`src/hw/hbm_traffic_pkg.sv`:
```
package hbm_traffic_pkg;

    ////////////////////////////////////////
    // Bus and burst geometry
    ////////////////////////////////////////

    localparam int ADDR_W    = 33;
    localparam int DATA_W    = 256;
    localparam int BURST_LEN = 16;          // INCR, 32 bytes per beat

    // 16 beats of 32 bytes per burst
    localparam logic [ADDR_W-1:0] BURST_BYTES = 33'h200;
    localparam logic [ADDR_W-1:0] REGION_SIZE = 33'h10000000;  // One pseudo-channel

    ////////////////////////////////////////
    // Limits and pattern
    ////////////////////////////////////////

    localparam int MAX_OUTSTANDING = 32;    // Bursts in flight per engine
    localparam int CNT_W           = 6;     // Holds 0..MAX_OUTSTANDING

    localparam logic [31:0] DATA_PATTERN = 32'ha5a5a5a5;

    // 3-bit mode codes, only the queued ones are implemented
    typedef enum logic [2:0] {
        QUEUED_READ  = 3'd3,
        QUEUED_WRITE = 3'd4
    } traffic_mode_e;

    // Address channel issue FSM
    typedef enum logic [1:0] {
        IDLE,
        ISSUE,
        HOLD
    } issue_state_e;

endpackage

```
`src/hw/traffic_ctrl_if.sv`:
```
interface traffic_ctrl_if;

    logic read_run;       // Read engine may issue
    logic write_run;      // Write engine may issue
    logic read_idle;      // Nothing in flight on the read side
    logic write_idle;
    logic addr_step_en;   // Registered address_inc

    modport ctrl (
        output read_run,
        output write_run,
        output addr_step_en,
        input  read_idle,
        input  write_idle
    );

    modport engine (
        input  read_run,
        input  write_run,
        input  addr_step_en,
        output read_idle,
        output write_idle
    );

endinterface

```
`src/hw/addr_gen.sv`:
```
module addr_gen #(
    parameter int port_index    = 0,
    parameter int region_bursts = 524288
) (
    input  logic                              axi_aclk,
    input  logic                              axi_aresetn,
    input  logic                              step,
    input  logic                              step_en,
    output logic [hbm_traffic_pkg::ADDR_W-1:0] addr
);
    import hbm_traffic_pkg::*;

    logic [ADDR_W-1:0] base;
    logic [ADDR_W-1:0] last_addr;

    assign base      = ADDR_W'(port_index) * REGION_SIZE;
    assign last_addr = base + ADDR_W'(region_bursts - 1) * BURST_BYTES;  // Final burst slot

    always_ff @(posedge axi_aclk)
    begin
        if (!axi_aresetn)
            addr <= base;
        else if (step)
        begin
            // Fixed mode and end of region both go back to base
            if (!step_en || (addr == last_addr))
                addr <= base;
            else
                addr <= addr + BURST_BYTES;
        end
    end

endmodule

```
`src/hw/hbm_traffic_top.sv`:
```
module hbm_traffic_top #(
    parameter int port_index    = 0,
    parameter int region_bursts = 524288
) (
    input  logic                               axi_aclk,
    input  logic                               axi_aresetn,
    input  logic                               start,
    input  logic [2:0]                         mode,
    input  logic                               address_inc,
    input  logic [31:0]                        port_mask,
    // AR / R
    output logic [hbm_traffic_pkg::ADDR_W-1:0] araddr,
    output logic                               arvalid,
    input  logic                               arready,
    input  logic [hbm_traffic_pkg::DATA_W-1:0] rdata,
    input  logic                               rlast,
    input  logic                               rvalid,
    output logic                               rready,
    // AW / W / B
    output logic [hbm_traffic_pkg::ADDR_W-1:0] awaddr,
    output logic                               awvalid,
    input  logic                               awready,
    output logic [hbm_traffic_pkg::DATA_W-1:0] wdata,
    output logic                               wlast,
    output logic                               wvalid,
    input  logic                               wready,
    input  logic                               bvalid,
    output logic                               bready,
    output logic                               busy
);
    import hbm_traffic_pkg::*;

    logic [ADDR_W-1:0] rd_addr;
    logic [ADDR_W-1:0] wr_addr;
    logic              rd_step;
    logic              wr_step;

    traffic_ctrl_if ctl_if ();

    ////////////////////////////////////////
    // Control
    ////////////////////////////////////////

    traffic_ctrl #(.port_index(port_index)) i_traffic_ctrl (
        .axi_aclk    (axi_aclk),
        .axi_aresetn (axi_aresetn),
        .start       (start),
        .mode        (mode),
        .address_inc (address_inc),
        .port_mask   (port_mask),
        .ctl         (ctl_if.ctrl),
        .busy        (busy)
    );

    addr_gen #(.port_index(port_index), .region_bursts(region_bursts)) i_rd_addr_gen (
        .axi_aclk    (axi_aclk),
        .axi_aresetn (axi_aresetn),
        .step        (rd_step),
        .step_en     (ctl_if.addr_step_en),
        .addr        (rd_addr)
    );

    addr_gen #(.port_index(port_index), .region_bursts(region_bursts)) i_wr_addr_gen (
        .axi_aclk    (axi_aclk),
        .axi_aresetn (axi_aresetn),
        .step        (wr_step),
        .step_en     (ctl_if.addr_step_en),
        .addr        (wr_addr)
    );

    ////////////////////////////////////////
    // Engines
    ////////////////////////////////////////

    read_engine i_read_engine (
        .axi_aclk    (axi_aclk),
        .axi_aresetn (axi_aresetn),
        .ctl         (ctl_if.engine),
        .addr        (rd_addr),
        .step        (rd_step),
        .araddr      (araddr),
        .arvalid     (arvalid),
        .arready     (arready),
        .rlast       (rlast),
        .rvalid      (rvalid),
        .rready      (rready)
    );

    write_engine i_write_engine (
        .axi_aclk    (axi_aclk),
        .axi_aresetn (axi_aresetn),
        .ctl         (ctl_if.engine),
        .addr        (wr_addr),
        .step        (wr_step),
        .awaddr      (awaddr),
        .awvalid     (awvalid),
        .awready     (awready),
        .wdata       (wdata),
        .wlast       (wlast),
        .wvalid      (wvalid),
        .wready      (wready),
        .bvalid      (bvalid),
        .bready      (bready)
    );

endmodule

```
`src/hw/read_engine.sv`:
```
module read_engine (
    input  logic                               axi_aclk,
    input  logic                               axi_aresetn,
    traffic_ctrl_if.engine                     ctl,
    input  logic [hbm_traffic_pkg::ADDR_W-1:0] addr,
    output logic                               step,
    output logic [hbm_traffic_pkg::ADDR_W-1:0] araddr,
    output logic                               arvalid,
    input  logic                               arready,
    input  logic                               rlast,
    input  logic                               rvalid,
    output logic                               rready
);
    import hbm_traffic_pkg::*;

    issue_state_e     state;
    logic [CNT_W-1:0] outstanding;
    logic             ar_done;
    logic             r_done;
    logic             can_issue;
    logic             idle;

    assign ar_done   = arvalid && arready;
    assign r_done    = rvalid && rready && rlast;   // End of one read burst
    assign can_issue = ctl.read_run && (outstanding < CNT_W'(MAX_OUTSTANDING));
    assign idle      = (state == IDLE) && (outstanding == '0);

    assign arvalid       = (state == ISSUE);
    assign araddr        = addr;
    assign step          = ar_done;
    assign rready        = !idle;   // Sink every beat while anything is active
    assign ctl.read_idle = idle;

    ////////////////////////////////////////
    // AR issue FSM
    ////////////////////////////////////////

    always_ff @(posedge axi_aclk)
    begin
        if (!axi_aresetn)
            state <= IDLE;
        else
        begin
            case (state)
                IDLE:  if (can_issue) state <= ISSUE;
                ISSUE: if (ar_done) state <= HOLD;     // Valid held until accepted
                HOLD:  state <= can_issue ? ISSUE : IDLE;
                default: state <= IDLE;
            endcase
        end
    end

    // Bursts in flight, AR and last beat may coincide
    always_ff @(posedge axi_aclk)
    begin
        if (!axi_aresetn)
            outstanding <= '0;
        else
        begin
            case ({ar_done, r_done})
                2'b10:   outstanding <= outstanding + 1'b1;
                2'b01:   outstanding <= outstanding - 1'b1;
                default: outstanding <= outstanding;
            endcase
        end
    end

endmodule

```
`src/hw/traffic_ctrl.sv`:
```
module traffic_ctrl #(
    parameter int port_index = 0
) (
    input  logic         axi_aclk,
    input  logic         axi_aresetn,
    input  logic         start,
    input  logic [2:0]   mode,
    input  logic         address_inc,
    input  logic [31:0]  port_mask,
    traffic_ctrl_if.ctrl ctl,
    output logic         busy
);
    import hbm_traffic_pkg::*;

    traffic_mode_e mode_q;
    traffic_mode_e mode_sel;
    logic          run_req;
    logic          read_go;
    logic          write_go;
    logic          eng_idle;

    // Mode frozen from the first run cycle until the drain is done
    assign mode_sel = busy ? mode_q : traffic_mode_e'(mode);
    assign run_req  = start && port_mask[port_index];
    assign read_go  = run_req && (mode_sel == QUEUED_READ);
    assign write_go = run_req && (mode_sel == QUEUED_WRITE);
    assign eng_idle = ctl.read_idle && ctl.write_idle;

    always_ff @(posedge axi_aclk)
    begin
        if (!axi_aresetn)
        begin
            ctl.read_run     <= 1'b0;
            ctl.write_run    <= 1'b0;
            ctl.addr_step_en <= 1'b0;
            busy             <= 1'b0;
            mode_q           <= QUEUED_READ;
        end
        else
        begin
            ctl.read_run     <= read_go;
            ctl.write_run    <= write_go;
            ctl.addr_step_en <= address_inc;
            // Run flags cover the cycle before an engine leaves IDLE
            busy <= read_go || write_go || ctl.read_run || ctl.write_run || !eng_idle;
            if (!busy)
                mode_q <= mode_sel;
        end
    end

endmodule

```
`src/hw/write_engine.sv`:
```
module write_engine (
    input  logic                               axi_aclk,
    input  logic                               axi_aresetn,
    traffic_ctrl_if.engine                     ctl,
    input  logic [hbm_traffic_pkg::ADDR_W-1:0] addr,
    output logic                               step,
    output logic [hbm_traffic_pkg::ADDR_W-1:0] awaddr,
    output logic                               awvalid,
    input  logic                               awready,
    output logic [hbm_traffic_pkg::DATA_W-1:0] wdata,
    output logic                               wlast,
    output logic                               wvalid,
    input  logic                               wready,
    input  logic                               bvalid,
    output logic                               bready
);
    import hbm_traffic_pkg::*;

    issue_state_e                   state;
    logic [CNT_W-1:0]               outstanding;  // AW accepted, B not yet seen
    logic [CNT_W-1:0]               pending;      // AW accepted, data not yet sent
    logic [$clog2(BURST_LEN)-1:0]   beat;
    logic                           aw_done;
    logic                           w_done;
    logic                           b_done;
    logic                           can_issue;
    logic                           idle;

    assign aw_done   = awvalid && awready;
    assign w_done    = wvalid && wready && wlast;
    assign b_done    = bvalid && bready;
    assign can_issue = ctl.write_run && (outstanding < CNT_W'(MAX_OUTSTANDING));
    assign idle      = (state == IDLE) && (outstanding == '0) && (pending == '0);

    assign awvalid        = (state == ISSUE);
    assign awaddr         = addr;
    assign step           = aw_done;
    assign bready         = !idle;
    assign ctl.write_idle = idle;

    ////////////////////////////////////////
    // W channel
    ////////////////////////////////////////

    assign wdata  = {(DATA_W / 32){DATA_PATTERN}};
    assign wvalid = (pending != '0);    // Only behind an accepted AW
    assign wlast  = wvalid && (int'(beat) == BURST_LEN - 1);

    always_ff @(posedge axi_aclk)
    begin
        if (!axi_aresetn)
            beat <= '0;
        else if (wvalid && wready)
            beat <= wlast ? '0 : beat + 1'b1;
    end

    // AW issue FSM, same shape as the read side
    always_ff @(posedge axi_aclk)
    begin
        if (!axi_aresetn)
            state <= IDLE;
        else
        begin
            case (state)
                IDLE:  if (can_issue) state <= ISSUE;
                ISSUE: if (aw_done) state <= HOLD;
                HOLD:  state <= can_issue ? ISSUE : IDLE;
                default: state <= IDLE;
            endcase
        end
    end

    always_ff @(posedge axi_aclk)
    begin
        if (!axi_aresetn)
        begin
            pending     <= '0;
            outstanding <= '0;
        end
        else
        begin
            if (aw_done && !w_done)
                pending <= pending + 1'b1;
            else if (!aw_done && w_done)
                pending <= pending - 1'b1;

            if (aw_done && !b_done)
                outstanding <= outstanding + 1'b1;
            else if (!aw_done && b_done)
                outstanding <= outstanding - 1'b1;
        end
    end

endmodule

```
`config.mk`:
```
export PLATFORM = sky130hd
export DESIGN_NAME = hbm_traffic_top
export DESIGN_NICKNAME = d
export VERILOG_FILES = /design/src/hw/hbm_traffic_pkg.sv /design/src/hw/traffic_ctrl_if.sv /design/src/hw/addr_gen.sv /design/src/hw/hbm_traffic_top.sv /design/src/hw/read_engine.sv /design/src/hw/traffic_ctrl.sv /design/src/hw/write_engine.sv
export SDC_FILE = /design/constraint.sdc
export NUM_CORES = 1
export LEC_CHECK = 0
export BUFFER_PORTS_ARGS = -buffer_cell sky130_fd_sc_hd__buf_4
export CAP_MARGIN = 20
export CELL_PAD_IN_SITES_DETAIL_PLACEMENT = 1
export CELL_PAD_IN_SITES_GLOBAL_PLACEMENT = 1
export CORE_AREA = 2 2 244 246
export DETAILED_ROUTE_END_ITERATION = 10
export DIE_AREA = 0 0 246 248
export GPL_TIMING_DRIVEN = 0
export PLACE_DENSITY = 0.44
export SLEW_MARGIN = 5
export SYNTH_ARGS = -nofsm -noshare
export SYNTH_HDL_FRONTEND = slang
export SYNTH_SLANG_ARGS = --single-unit
```
`constraint.sdc`:
```
create_clock -name axi_aclk -period 3.18 [get_ports axi_aclk]
set_input_delay 0.318 -clock axi_aclk [delete_from_list [all_inputs] [get_ports axi_aclk]]
set_output_delay 0.318 -clock axi_aclk [all_outputs]
set_load 0.05 [all_outputs]
```
======== Yosys cells after proc, flatten, opt, wreduce, memory -nomap -nowiden ========
Cells that the tools add are included.
operators by class
  $add $sub $neg .......................... 9
  magnitude comparators ................... 2
  equal/unequal tests ..................... 15
  muxes and demuxes ....................... 17
  reductions and logical operators ........ 45
operator list
  operator                                                                 count
  33-bit by 10-bit adder with 33-bit output, second input constant         2
  33-bit by 28-bit equality test with 1-bit output, second input constant  2
  33-bit two-way mux                                                       2
  6-bit two-way mux                                                        4
  1-bit logical AND                                                        21
  6-bit by 1-bit adder with 6-bit output, second input constant            3
  6-bit logical NOT                                                        3
  6-bit by 1-bit subtractor with 6-bit output, second input constant       3
  6-bit less-than comparator, second input constant                        2
  2-bit one-hot mux with 3 select lines                                    2
  6-bit one-hot mux with 2 select lines                                    1
  2-bit two-way mux                                                        4
  1-bit logical NOT                                                        7
  2-bit by 1-bit equality test with 1-bit output, second input constant    3
  2-bit equality test, second input constant                               3
  1-bit logical OR                                                         6
  2-bit nonzero test                                                       3
  6-bit nonzero test                                                       1
  4-bit by 1-bit adder with 4-bit output, second input constant            1
  4-bit by 1-bit equality test with 1-bit output, second input constant    1
  2-bit logical NOT                                                        2
  4-bit two-way mux                                                        1
  2-bit by 1-bit inequality test with 1-bit output, second input constant  2
  2-bit inequality test, second input constant                             2
  other kinds (5)                                                          7
storage, ports and cells
  bits in registers ....................... 99
  input bits .............................. 301
  output and inout port bits .............. 329
  word-level logic and storage cells ...... 101

======== Longest topological paths before layout ========
Gate-level depths: netlist of run 1.
  depth in word-level cells ............... 8
  gate-level depth with buffers ........... 10
  mapped depth without buffers ............ 10

======== Least setup slack after synthesis of run 1 ========
OpenSTA, ideal clock, no wires.
  path type ............................... register -> register
  start ................................... register i_write_engine.pending[0]
  end ..................................... register i_write_engine.outstanding[5]
  library setup time ...................... 72 ps
  arrival time ............................ 3278 ps
  setup slack ............................. -169 ps
  cell stages (with the launch flop) ...... 11
  buffers on the path ..................... 0
  cell sequence ........................... dfxtp_1 or4_1 or4_1 nand2_1 ha_1 inv_1 ha_1 o21ai_0 or3_1 o211ai_1 mux2i_1
on the way
  longest elaborated chain between the ends .. 7
RTL lines
  item                                                     RTL line               source
  from (decl)                                              write_engine.sv:21     logic [CNT_W-1:0] pending;
  from (signal assigned)                                   write_engine.sv:83     pending <= pending + 1'b1;
  from (signal assigned)                                   write_engine.sv:85     pending <= pending - 1'b1;
  6-bit logical NOT *                                      write_engine.sv:33     assign idle = (state == IDLE) && (outstanding == '0) && (pending == '0);
  1-bit logical AND *                                      write_engine.sv:33
  1-bit logical NOT *                                      write_engine.sv:38     assign bready = !idle;
  named net bready                                         hbm_traffic_top.sv:28  output logic bready,
  1-bit logical AND *                                      write_engine.sv:31     assign b_done = bvalid && bready;
  1-bit logical NOT                                        write_engine.sv:87     if (aw_done && !b_done)
  1-bit logical AND                                        write_engine.sv:87
  6-bit two-way mux or 2-bit nonzero test (tied branches)  n/a
  to (signal assigned)                                     write_engine.sv:88     outstanding <= outstanding + 1'b1;
  to (signal assigned)                                     write_engine.sv:90     outstanding <= outstanding - 1'b1;
  to (decl)                                                write_engine.sv:20     logic [CNT_W-1:0] outstanding;
The timed path passes the listed nets; every way through them passes the cells marked *.
A chain may end at the register's enable or synchronous reset.

======== Worst setup path in the final report of run 1 ========
  start ................................... register i_write_engine.outstanding[0]
  end ..................................... register i_write_engine.outstanding[5]
on the way
  longest elaborated chain between the ends .. 8
RTL lines
  item
  branches (longest 8 deep; another with 6-bit by 1-bit subtractor with 6-bit output)
Parallel ways; which one is timed is not known. The select of a mux whose other input is x is not followed.

==> impl_summary.txt, run 1 <==
----------------------------------------------------
[Run status]
  Run status ... finished clean

[Synth]
  Combined area of all synthesized cells ... between 6000 and 7000 um^2
  Share of the yosys chip area belonging to registers ... 0.2564
  Ranking of synthesized cells by area ... sky130_fd_sc_hd__buf_4, sky130_fd_sc_hd__dfxtp_1, sky130_fd_sc_hd__ha_1
  Primary FF master, synth ... sky130_fd_sc_hd__dfxtp_1
  Synth top area share ... 0.3265
  Synth unique cells ... 51
  Most repeated cell in the gate-level netlist after synthesis ... sky130_fd_sc_hd__buf_4
  EDFF count, synth ... 0
  Post-synth top area cell ... sky130_fd_sc_hd__buf_4
  Ys async rst share ... 0
  Synthesized netlist cell count ... 772
  Synthesis warning total ... 0
  Register bit count reported by yosys ... 81
  Leading post-synthesis cells by instance count ... sky130_fd_sc_hd__buf_4, sky130_fd_sc_hd__dfxtp_1, sky130_fd_sc_hd__nor2_1, sky130_fd_sc_hd__a21oi_1, sky130_fd_sc_hd__nand2_1
  Post-synthesis area per instance ... between 8 and 9 um^2

[Cells and area]
  Diodes inserted ... 0
  Share of post-route cells with drive strength above 1 ... 0.3472
  Net count, final ... 1,446
  Final Non-Filler Cells ... about 1,900
  Total of fill cells in the finished design ... 7,119
  P&R area growth vs syn ... 46.97%
  Post-layout instance area ... ~9300 um^2

[STA]
  Setup TNS Final ... 0 ns
  Share of the clock period used by the worst path after layout ... 0.9534
  Max-Slew Margin vs Limit ... 0.3918
  Least setup slack across all paths after layout ... 0.1482 ns
  Measured slew at the worst slew-check pin ... roughly 0.90 ns
  Final setup vio count ... 0
  Final-report max-slew violation count ... 0
  Clock tree skew after final layout ... 0.007710 ns
  Minimum period implied by the final worst setup slack ... a little over 3 ns
  Maximum clock frequency ... around 0.33 GHz
  Endpoints failing hold ... 0

[Place]
  IO buf count ... a little under 70
  Estimated wirelength of the detail-placed design ... about 16,000 um
  Cell area after placement ... 8826 um^2
  Gpl congestion ... 0.7226
  Placed Cells ... 1,885
  Minimum setup slack after placement ... -0.2551 ns

[Routing]
  Number of nets still failing antenna checks after routing ... 0
  First-iteration detailed-routing DRC count ... around 110
  Via density per instance ... 2.914
  Routed WL per cell ... about 10 um
  Drt first pass iters ... 4
  Vias after detailed routing ... roughly 5,500
  Final Routed Wirelength ... just under 20,000 um
  DRC violations left ... 0

[Clocking]
  CTS Root Buffer Type ... sky130_fd_sc_hd__clkbuf_16
  CTS tree ... yes
  Worst-case clock buffer depth ... 2
  Htree depth ... 3
  Number of buffers created by CTS ... 9
  CTS sink count ... 81
  Clock-pin slew of the registers on the worst-case setup and hold paths ... roughly 0.06 ns
  Insertion delay to the later sink of the worst-skew pair ... between 0.3 and 0.4 ns
  Hold buffer count at cts ... 0

[Floorplanning]
  Floorplan Core Area ... between 50,000 and 60,000 um^2
  Die height ... approximately 250 um
  Width of the die ... 246 um
  Overall die area ... ~60,000 um^2
  Number of top-level pins ... 630
  Starting density of the core ... 0.1082
  FP Rows ... just under 90

[Min path]
  Hold wc startpoint ... address_inc
  Cell count of the worst hold path ... 2
  Class of the most critical hold timing path ... in2reg
  Terminating pin of the worst hold path ... i_traffic_ctrl.ctl.addr_step_en

[Pwr]
  Maximum resistive drop on vdd ... ~0.31 mV
  Power Density ... between 400 and 500 nW/um^2
  Leakage power total ... 4.318 nW

[Worst setup path]
  Worst-path cell with the longest stage delay ... sky130_fd_sc_hd__or4_4
  Arrival @ worst endpoint ... around 3.3 ns
  Cell breakdown of the critical path ... or4_4 > or4_4 > nand2_4 > ha_4 > inv_2 > ha_2 > or4_1 > o211ai_1 > mux2i_1
  Worst Path Class, Setup ... reg2reg
  CP top delay family ... simple AND/OR/NAND/NOR gates
  Worst Path Max Fanout ... 6
  Startpoint of the worst-slack reg-to-reg timing path ... i_write_engine.outstanding[0]
  Number of cells on the worst reg-to-reg path ... 9
  Combined buffer and inverter count along the critical path ... 1
  Worst stage delay on the critical path ... slightly below 0.6 ns
  Register-to-Register Setup Slack ... ~0.15 ns
  Cell occurring most often along the worst timing path ... sky130_fd_sc_hd__or4_4
  Required time at the endpoint of the critical path ... roughly 3.5 ns
  Nature of the critical path startpoint ... flip-flop
  Sort of element at the end of the critical path ... flip-flop
  Worst reg2reg endpoint ... i_write_engine.outstanding[5]

[GRT]
  Vias in the first global route ... 5,111
  First-pass GRT wire length ... ~29,000 um
  Antenna violations before repair ... 2
  Pin count of the biggest net entering global routing ... 14
  Total global-route track usage ... 0.06015
  Overflow left after global routing ... 0

[Flow run]
  Max-cap viol count ... 0

----------------------------------------------------
[per-stage QoR]
| step | hold WS [ns] | power (W) | util |
|---|---|---|---|
| 2_1_floorplan | 0.4374 | 0.002410 | - |
| 3_3_place_gp | 0.4495 | 0.002556 | 0.1510 |
| 3_5_place_dp | 0.4629 | 0.002564 | 0.1510 |
| 4_1_cts | 0.1897 | 0.003908 | 0.1577 |
| 5_1_grt | 0.1905 | 0.004107 | 0.1590 |
| 6_report | 0.1999 | 0.003892 | 0.1590 |
[layer usage]
metal / global-route usage / up-vias / share of wire
met3: 0.02195 / 10 / 0.097
met4: 0.01390 / 0 / 0.0091
li1: - / 2808 / -
met1: 0.07710 / 2480 / 0.45
met5: 0 / - / 0
met2: 0.09559 / 245 / 0.44
[logic make-up (layout without fill, tap and decap cells)]
logic type	count (synthesis)	count (layout)	synth area share
AOI/OAI and AO/OA	103	103	0.1019
xor gates and xnor gates	27	27	0.03740
adders and majority gates	21	21	0.04511
buffers and inverters	308	393	0.3467
DFF	81	81	0.2564
muxes	11	11	0.01781
other	2	274	0.001188
and+or+nand+nor	219	219	0.1935
[worst reg2reg max path, stage by stage, from the launching register on]
cell and delay (ns):
sky130_fd_sc_hd__dfxtp_4 0.37, sky130_fd_sc_hd__or4_4 0.54, sky130_fd_sc_hd__or4_4 0.58, sky130_fd_sc_hd__nand2_4 0.11
sky130_fd_sc_hd__ha_4 0.16, sky130_fd_sc_hd__inv_2 0.09, sky130_fd_sc_hd__ha_2 0.20, sky130_fd_sc_hd__or4_1 0.48
sky130_fd_sc_hd__o211ai_1 0.22, sky130_fd_sc_hd__mux2i_1 0.20
[sequential cells by signal (all words and copies together), names as in the netlist]
signal	flops
i_write_engine.beat	4
i_write_engine.outstanding	6
i_rd_addr_gen.addr	24
i_read_engine.state	2
i_traffic_ctrl.ctl.addr_step_en	1
i_wr_addr_gen.addr	24
i_read_engine.outstanding	6
i_traffic_ctrl.busy	1
i_traffic_ctrl.ctl.write_run	1
i_write_engine.state	2
i_write_engine.pending	6
i_traffic_ctrl.mode_q	3
i_traffic_ctrl.ctl.read_run	1
[how the worst max path moves through the flow]
| stage | start | to | slack, ns | depth (start not counted) |
|---|---|---|---|---|
| after global placement | i_write_engine.pending[0] | i_write_engine.outstanding[5] | -0.24 | 10 |
| final | i_write_engine.outstanding[0] | i_write_engine.outstanding[5] | 0.15 | 9 |
| after global routing | i_write_engine.pending[1] | i_write_engine.pending[5] | -0.002 | 10 |
| after CTS | i_write_engine.pending[0] | i_write_engine.outstanding[5] | 0.05 | 9 |
| after detailed placement | i_write_engine.pending[0] | i_write_engine.outstanding[5] | -0.26 | 10 |
| after floorplan | i_write_engine.pending[0] | i_write_engine.outstanding[5] | 0.03 | 10 |
[cell type report]
| cell class | count | area, um^2 | share of cell area |
|---|---|---|---|
| Clock inverter | 5 | 102.6 | 0.01104 |
| Timing Repair Buffer | 69 | 518.0 | 0.05574 |
| Multi-Input combinational cell | 655 | 3643 | 0.3920 |
| Clock buffer | 11 | 242.7 | 0.02612 |
| Sequential cell | 81 | 1627 | 0.1750 |
| Tap cell | 773 | 967.2 | 0.1041 |
| Inverter | 16 | 60.06 | 0.006462 |
| Buffer | 292 | 2133 | 0.2295 |
[placed cells by master, fill, tap and decap left out, types with 4 or more instances in the layout]
master	instances
sky130_fd_sc_hd__nor2_1	43
sky130_fd_sc_hd__ha_4	4
sky130_fd_sc_hd__nor3_1	9
sky130_fd_sc_hd__o31ai_1	11
sky130_fd_sc_hd__nand3_1	22
sky130_fd_sc_hd__mux2i_1	9
sky130_fd_sc_hd__clkbuf_16	9
sky130_fd_sc_hd__xnor2_1	9
sky130_fd_sc_hd__a211oi_1	4
sky130_fd_sc_hd__clkbuf_1	14
sky130_fd_sc_hd__nor2b_1	5
sky130_fd_sc_hd__nand2b_1	6
sky130_fd_sc_hd__nand4_1	13
sky130_fd_sc_hd__o211ai_1	4
sky130_fd_sc_hd__conb_1	274
sky130_fd_sc_hd__xor2_1	18
sky130_fd_sc_hd__and2_1	10
sky130_fd_sc_hd__buf_4	344
sky130_fd_sc_hd__and4b_1	4
sky130_fd_sc_hd__dfxtp_1	79
sky130_fd_sc_hd__nand2_1	32
sky130_fd_sc_hd__a21oi_1	35
sky130_fd_sc_hd__and3_1	8
sky130_fd_sc_hd__a21o_1	5
sky130_fd_sc_hd__o21ai_0	26
sky130_fd_sc_hd__or3_1	21
sky130_fd_sc_hd__nor4_1	5
sky130_fd_sc_hd__or4_1	14
sky130_fd_sc_hd__ha_1	11
sky130_fd_sc_hd__nand3b_1	5
sky130_fd_sc_hd__inv_1	15
[report_power, final]
group	internal (W)	switching [W]	total, W
Clock	0.000789	0.000475	0.00126
Combinational	0.000460	0.00107	0.00153
Sequential	0.00106	0.0000433	0.00110
[repair_timing]
item | in CTS | in global routing
buffers inserted | 0 | 1
resized for setup | 11 | 14
setup endpoints to repair | 5 | 6
pin swaps | 1 | 4
No activity file was read; power rests on OpenSTA's default activity.
==> run 2: changes to the inputs <==
--- a/config.mk
+++ b/config.mk
@@ -5,15 +5,17 @@
 export SDC_FILE = /design/constraint.sdc
 export NUM_CORES = 1
 export LEC_CHECK = 0
+export ABC_AREA = 1
 export BUFFER_PORTS_ARGS = -buffer_cell sky130_fd_sc_hd__buf_4
 export CAP_MARGIN = 20
 export CELL_PAD_IN_SITES_DETAIL_PLACEMENT = 1
 export CELL_PAD_IN_SITES_GLOBAL_PLACEMENT = 1
-export CORE_AREA = 2 2 244 246
+export CORE_AREA = 2 2 242 244
 export DETAILED_ROUTE_END_ITERATION = 10
-export DIE_AREA = 0 0 246 248
+export DIE_AREA = 0 0 244 246
 export GPL_TIMING_DRIVEN = 0
-export PLACE_DENSITY = 0.44
+export PLACE_DENSITY = 0.47
+export SETUP_SLACK_MARGIN = 0.5
 export SLEW_MARGIN = 5
 export SYNTH_ARGS = -nofsm -noshare
 export SYNTH_HDL_FRONTEND = slang
==> run 2 against run 1 <==
  * Routed wire length shrank 2.0%
  * Clock skew increased by 0.0030 ns
  * Sequential cell count unchanged
  * Area after synthesis grew 4.7%
  * Via count increased by 6.2%
==> impl_summary.txt, run 2 <==
----------------------------------------------------
[GRT]
  Vias in the first global route ... 5,520
  Overflow left after global routing ... 0
  Total global-route track usage ... 0.06049
  First-pass GRT wire length ... 29,120 um
  Pin count of the biggest net entering global routing ... 13
  Antenna violations before repair ... 1

[STA]
  Measured slew at the worst slew-check pin ... a little under 0.7 ns
  Minimum period implied by the final worst setup slack ... ~2.4 ns
  Share of the clock period used by the worst path after layout ... 0.7635
  Setup TNS Final ... 0 ns
  Hold slack ... 0.1592 ns
  Clock tree skew after final layout ... about 0.011 ns
  Unrepaired setup endpoints after global routing ... no
  Endpoints failing hold ... 0
  Final setup vio count ... 0
  Final-report max-slew violation count ... 0
  Max-Slew Margin vs Limit ... 0.5506
  Maximum clock frequency ... around 0.41 GHz

[Floorplanning]
  FP Rows ... a little under 90
  Width of the die ... 244 um
  Die height ... ~250 um
  Floorplan Core Area ... around 57,000 um^2
  Number of top-level pins ... 630
  Overall die area ... between 60,000 and 70,000 um^2
  Starting density of the core ... 0.1154

[Worst setup path]
  Worst-path cell with the longest stage delay ... sky130_fd_sc_hd__ha_1
  Required time at the endpoint of the critical path ... about 3.4 ns
  Worst Path Class, Setup ... reg2reg
  Sort of element at the end of the critical path ... flip-flop
  Arrival @ worst endpoint ... 2.67 ns
  Worst stage delay on the critical path ... around 0.35 ns
  Cell occurring most often along the worst timing path ... sky130_fd_sc_hd__nand2_1
  Worst Path Max Fanout ... 5
  Cell breakdown of the critical path ... or2_2 > nor3_2 > nand3b_1 > nand2_1 > ha_2 > inv_2 > ha_1 > a21oi_1 > nand2_1 > xor2_1 > o21ai_0 > inv_1
  Nature of the critical path startpoint ... flip-flop

[Synth]
  Synth unique cells ... 44
  Synthesis warning total ... 0
  EDFF count, synth ... 0
  Synth top area share ... 0.3117
  Primary FF master, synth ... sky130_fd_sc_hd__dfxtp_1
  Ys async rst share ... 0
  Most repeated cell in the gate-level netlist after synthesis ... sky130_fd_sc_hd__buf_4
  Leading post-synthesis cells by instance count ... sky130_fd_sc_hd__buf_4, sky130_fd_sc_hd__nand2_1, sky130_fd_sc_hd__dfxtp_1, sky130_fd_sc_hd__inv_1, sky130_fd_sc_hd__nor2_1
  Share of the yosys chip area belonging to registers ... 0.2449
  Ranking of synthesized cells by area ... sky130_fd_sc_hd__buf_4, sky130_fd_sc_hd__dfxtp_1, sky130_fd_sc_hd__nand2_1
  Post-synthesis area per instance ... just over 7 um^2
  Register bit count reported by yosys ... 81
  Post-synth top area cell ... sky130_fd_sc_hd__buf_4
  Combined area of all synthesized cells ... 6623 um^2
  Synthesized netlist cell count ... just over 900

[Routing]
  Via density per instance ... ~2.9
  Routed WL per cell ... 9.370 um
  Vias after detailed routing ... 5,885
  DRC violations left ... 0
  Drt first pass iters ... 4
  Number of nets still failing antenna checks after routing ... 0
  First-iteration detailed-routing DRC count ... ~150
  Final Routed Wirelength ... between 15,000 and 20,000 um

[Clocking]
  CTS sink count ... ~80
  Worst-case clock buffer depth ... 2
  Number of buffers created by CTS ... 9
  Hold buffer count at cts ... 0
  CTS Root Buffer Type ... sky130_fd_sc_hd__clkbuf_16
  Htree depth ... 3
  Clock-pin slew of the registers on the worst-case setup and hold paths ... 0.06 ns
  Insertion delay to the later sink of the worst-skew pair ... 0.35 ns
  CTS tree ... yes

[Pwr]
  Total power ... approximately 0.0041 W
  Maximum resistive drop on vdd ... roughly 0.27 mV
  Power Density ... about 440 nW/um^2
  Leakage power total ... 4.707 nW

[Min path]
  Class of the most critical hold timing path ... in2reg

[Cells and area]
  Share of post-route cells with drive strength above 1 ... 0.3410
  Final core utilization ... 0.1648
  Final Non-Filler Cells ... about 2,000
  Net count, final ... 1,586
  Most frequent standard cell in the layout excluding fill and tap cells ... sky130_fd_sc_hd__buf_4
  Diodes inserted ... 0
  Top Registers ... i_rd_addr_gen.addr (24), i_wr_addr_gen.addr (24)
  P&R area growth vs syn ... 42.74%
  Commonest cells after routing, fill and taps aside ... sky130_fd_sc_hd__buf_4, sky130_fd_sc_hd__conb_1, sky130_fd_sc_hd__nand2_1, sky130_fd_sc_hd__inv_1, sky130_fd_sc_hd__dfxtp_1

[Run status]
  Run status ... finished clean

[Place]
  IO buf count ... 67
  Placed Cells ... a little over 2,000
  Gpl congestion ... about 0.73
  Estimated wirelength of the detail-placed design ... approximately 16,000 um

[Flow run]
  Max-cap viol count ... 0

----------------------------------------------------
==> run 2: metrics by stage <==
step                      setup WS [ns]  cell area, um^2
final                            0.7520             9453
after global routing             0.4959             9453
after CTS                        0.5440             9424
after detailed placement         0.5617             9140
after global placement           0.6302             9140
after floorplan                  0.5070             7680
==> run 2: routing by layer <==
| metal | wire [um] | up-vias | global-route usage |
|---|---|---|---|
| met3 | 1666 | 13 | 0.02200 |
| met4 | 115 | 2 | 0.01202 |
| li1 | - | 3009 | - |
| met5 | 16 | - | 0 |
| met1 | 8988 | 2621 | 0.07964 |
| met2 | 8254 | 240 | 0.09450 |
==> run 2: cells by family (layout without fill, tap and decap cells) <==
group	Yosys count	after routing	synth area share
buffers and inverters	365	448	0.3682
and+or+nand+nor	354	354	0.2556
DFF	81	81	0.2449
AOI/OAI and AO/OA	64	64	0.05404
xor gates and xnor gates	25	25	0.03306
adders and majority gates	21	21	0.04308
other	2	274	0.001134
==> run 2: final cells by class <==
cell class | instances | area (um^2)
buffer | 281 | 2120
clock buffer | 10 | 239.0
sequential | 81 | 1624
clock inverter | 4 | 45.04
tap | 765 | 957.2
fill | 7070 | 47910
multi-input combinational | 738 | 3631
inverter | 84 | 319.1
timing repair buffer | 69 | 518.0
==> run 2: repair_timing <==
| action | in CTS | in global routing |
|---|---|---|
| endpoints found under the setup margin | 0 | 6 |
| resized for setup | 0 | 4 |
| buffers inserted | 0 | 2 |
| hold endpoints to repair | 0 | 0 |
==> run 2: final timing paths <==
check             cells after the start  slack [ns]                    start                         endpoint
setup / recovery                     12        0.75  i_write_engine.state[0]    i_write_engine.outstanding[4]
hold / removal                        3        0.16              address_inc  i_traffic_ctrl.ctl.addr_step_en
setup reg to reg                     12        0.75  i_write_engine.state[0]    i_write_engine.outstanding[4]
hold reg to reg                       1        0.44   i_write_engine.beat[2]           i_write_engine.beat[2]
==> run 2: critical path, delay by kind of cell (launching register included) <==
family                     cells  cell delay (ns)
adders and majority gates      2             0.56
buffers and inverters          2             0.14
AOI/OAI and AO/OA              2             0.33
xor gates and xnor gates       1             0.14
and+or+nand+nor                5             0.82
DFF                            1             0.34
==> run 2: power by group <==
part / internal [W] / switching (W) / total (W)
combinational: 0.000568 / 0.00133 / 0.00190
clock: 0.000618 / 0.000451 / 0.00107
sequential: 0.00109 / 0.0000739 / 0.00116
==> run 3: changes to the inputs <==
--- a/config.mk
+++ b/config.mk
@@ -10,11 +10,11 @@
 export CAP_MARGIN = 20
 export CELL_PAD_IN_SITES_DETAIL_PLACEMENT = 1
 export CELL_PAD_IN_SITES_GLOBAL_PLACEMENT = 1
-export CORE_AREA = 2 2 242 244
+export CORE_AREA = 2 2 247 249
 export DETAILED_ROUTE_END_ITERATION = 10
-export DIE_AREA = 0 0 244 246
+export DIE_AREA = 0 0 249 251
 export GPL_TIMING_DRIVEN = 0
-export PLACE_DENSITY = 0.47
+export PLACE_DENSITY = 0.44
 export SETUP_SLACK_MARGIN = 0.5
 export SLEW_MARGIN = 5
 export SYNTH_ARGS = -nofsm -noshare
==> constraint.sdc (replaced) <==
create_clock -name axi_aclk -period 2.3 [get_ports axi_aclk]
set_input_delay 0.23 -clock axi_aclk [delete_from_list [all_inputs] [get_ports axi_aclk]]
set_output_delay 0.23 -clock axi_aclk [all_outputs]
set_load 0.05 [all_outputs]
==> run 3 against run 2 <==
  * Sequential cell count is the same
  * Maximum frequency grew 16%
  * Die area grew 4.1%
  * Register-to-register slack lost 0.55 ns
  * Non-clock buffer count grew 40
  * Sequential power grew 41%
  * Clock power grew 34%
  * Cell count grew 3.0%
  * Setup slack lost 0.55 ns
  * Sequential share of layout area shrank 1.1 points
  * Clock skew shrank 0.0027 ns
  * Largest cell class unchanged
  * Largest power group unchanged
==> impl_summary.txt, run 3 (synthesis results as in run 2) <==
----------------------------------------------------
[Floorplanning]
  Width of the die ... 249 um
  Overall die area ... 62,500 um^2
  Floorplan Core Area ... approximately 60,000 um^2
  FP Rows ... 90
  Die height ... around 250 um
  Starting density of the core ... 0.1108
  Number of top-level pins ... 630

[Cells and area]
  Commonest cells after routing, fill and taps aside ... sky130_fd_sc_hd__buf_4, sky130_fd_sc_hd__conb_1, sky130_fd_sc_hd__nand2_1, sky130_fd_sc_hd__inv_1, sky130_fd_sc_hd__nor2_1
  Top Registers ... i_rd_addr_gen.addr (24), i_wr_addr_gen.addr (24)
  P&R area growth vs syn ... 56.58%
  Net count, final ... approximately 1,600
  Share of post-route cells with drive strength above 1 ... 0.4316
  Post-layout instance area ... ~10,000 um^2
  Most frequent standard cell in the layout excluding fill and tap cells ... sky130_fd_sc_hd__buf_4
  Final core utilization ... 0.1734
  Total of fill cells in the finished design ... roughly 7,300

[Clocking]
  CTS sink count ... approximately 80
  CTS tree ... yes
  CTS Root Buffer Type ... sky130_fd_sc_hd__clkbuf_16
  Htree depth ... 3
  Insertion delay to the later sink of the worst-skew pair ... between 0.3 and 0.4 ns
  Number of buffers created by CTS ... 9
  Clock-pin slew of the registers on the worst-case setup and hold paths ... 0.06 ns
  Worst-case clock buffer depth ... 2

[Worst setup path]
  CP top delay family ... simple AND/OR/NAND/NOR gates
  Cell occurring most often along the worst timing path ... sky130_fd_sc_hd__nand2_2
  Worst stage delay on the critical path ... between 0.3 and 0.4 ns
  Nature of the critical path startpoint ... flip-flop
  Worst Path Class, Setup ... reg2reg
  Combined buffer and inverter count along the critical path ... 2
  Arrival @ worst endpoint ... between 2 and 2.5 ns
  Cell breakdown of the critical path ... or2_4 > nor3_4 > nand3b_1 > nand2_2 > ha_4 > inv_8 > ha_4 > nand2_2 > nand2_2 > nand2_1 > or2_4 > nand3_2 > o211ai_1 > inv_1
  Required time at the endpoint of the critical path ... approximately 2.6 ns
  Sort of element at the end of the critical path ... flip-flop
  Worst Path Max Fanout ... 5
  Worst-path cell with the longest stage delay ... sky130_fd_sc_hd__dfxtp_2

[Min path]
  Class of the most critical hold timing path ... in2reg

[Pwr]
  Total power ... approximately 0.0063 W
  Maximum resistive drop on vdd ... 0.3750 mV
  Leakage power total ... a little over 5 nW
  Power Density ... 609.2 nW/um^2

[Routing]
  First-iteration detailed-routing DRC count ... 188
  Number of nets still failing antenna checks after routing ... 0
  Via density per instance ... ~2.9
  Vias after detailed routing ... 6,157
  Drt first pass iters ... 4
  Final Routed Wirelength ... ~20,000 um
  Routed WL per cell ... 9.718 um
  DRC violations left ... 0

[STA]
  Measured slew at the worst slew-check pin ... between 0.6 and 0.7 ns
  Unrepaired setup endpoints after global routing ... yes
  Least setup slack across all paths after layout ... 0.1982 ns
  Endpoints failing hold ... 0
  Final setup vio count ... 0
  Final-report max-slew violation count ... 0
  Clock tree skew after final layout ... a little under 0.008 ns
  Minimum period implied by the final worst setup slack ... about 2.1 ns
  Maximum clock frequency ... around 0.48 GHz
  Max-Slew Margin vs Limit ... 0.5612
  Share of the clock period used by the worst path after layout ... 0.9138

[Flow run]
  Max-cap viol count ... 0

[GRT]
  Overflow left after global routing ... 0
  Antenna violations before repair ... 3
  Vias in the first global route ... 6,112
  Total global-route track usage ... 0.06389
  First-pass GRT wire length ... about 32,000 um
  Pin count of the biggest net entering global routing ... 14

[Place]
  IO buf count ... between 60 and 70
  Minimum setup slack after placement ... -0.1666 ns
  Gpl congestion ... about 0.69
  Cell area after placement ... about 9300 um^2
  Estimated wirelength of the detail-placed design ... roughly 16,000 um

[Run status]
  Run status ... finished clean

----------------------------------------------------
-- run 3: cell types whose count changed in the layout (fill, tap and decap cells not counted), sizes merged --
cell	before	now
buf	347	387
clkbuf	13	15
clkinvlp	0	2
bufinv	1	0
clkinv	5	4
diode	0	1
-- run 3: worst paths after layout --
kind	from	endpoint	slack, ns	depth (start not counted)
worst max register to register	i_write_engine.state[0]	i_write_engine.outstanding[3]	0.20	14
worst min-delay path	address_inc	i_traffic_ctrl.ctl.addr_step_en	0.07	3
worst max-delay path	i_write_engine.state[0]	i_write_engine.outstanding[3]	0.20	14
worst min register to register	i_write_engine.outstanding[5]	i_write_engine.outstanding[5]	0.48	2
-- run 3: tightest hold or removal path: cells and delay by family --
kind / cells / cell delay [ns]
buf+inv: 2 / 0.12
simple gates: 1 / 0.04
-- run 3: metal layers --
metal,vias up,part of all wire,GRT usage
met5,-,0.0011,0
met4,4,0.0052,0.009351
met3,12,0.088,0.02806
met2,241,0.45,0.1031
met1,2801,0.46,0.07991
li1,3099,-,-
-- run 3: layout make-up --
class,instances,area [um^2],area share
inverters,84,352.8,0.03403
repair buffers,109,904.6,0.08723
flip-flops and latches,81,1670,0.1611
clock buffers,12,256.5,0.02473
multi-input cells,738,4051,0.3907
clock inverters,4,26.28,0.002534
plain buffers,281,2127,0.2051
well taps,782,978.4,0.09435
diodes,1,2.502,0.0002413
-- run 3: stage by stage --
step | hold slack [ns] | TNS [ns] | instances
after floorplan | 0.3276 | -1.161 | 1184
after global placement | 0.4192 | -0.6082 | 2033
after detailed placement | 0.4290 | -0.7803 | 2033
after CTS | 0.05681 | 0 | 2081
after global routing | 0.06938 | -0.002182 | 2091
final | 0.06569 | 0 | 2092
-- run 3: repair_timing --
item,CTS,global route
hold buffers,0,0
pin swaps,33,21
resized for setup,90,48
buffers inserted,32,10
endpoints found under the setup margin,20,43
-- run 3: where the power goes --
part / total [W] / switching (W) / internal [W] / leakage, nW
Clock: 0.00143 / 0.000642 / 0.000791 / 0.135
Sequential: 0.00164 / 0.000125 / 0.00152 / 0.669
Combinational: 0.00324 / 0.00205 / 0.00119 / 4.24
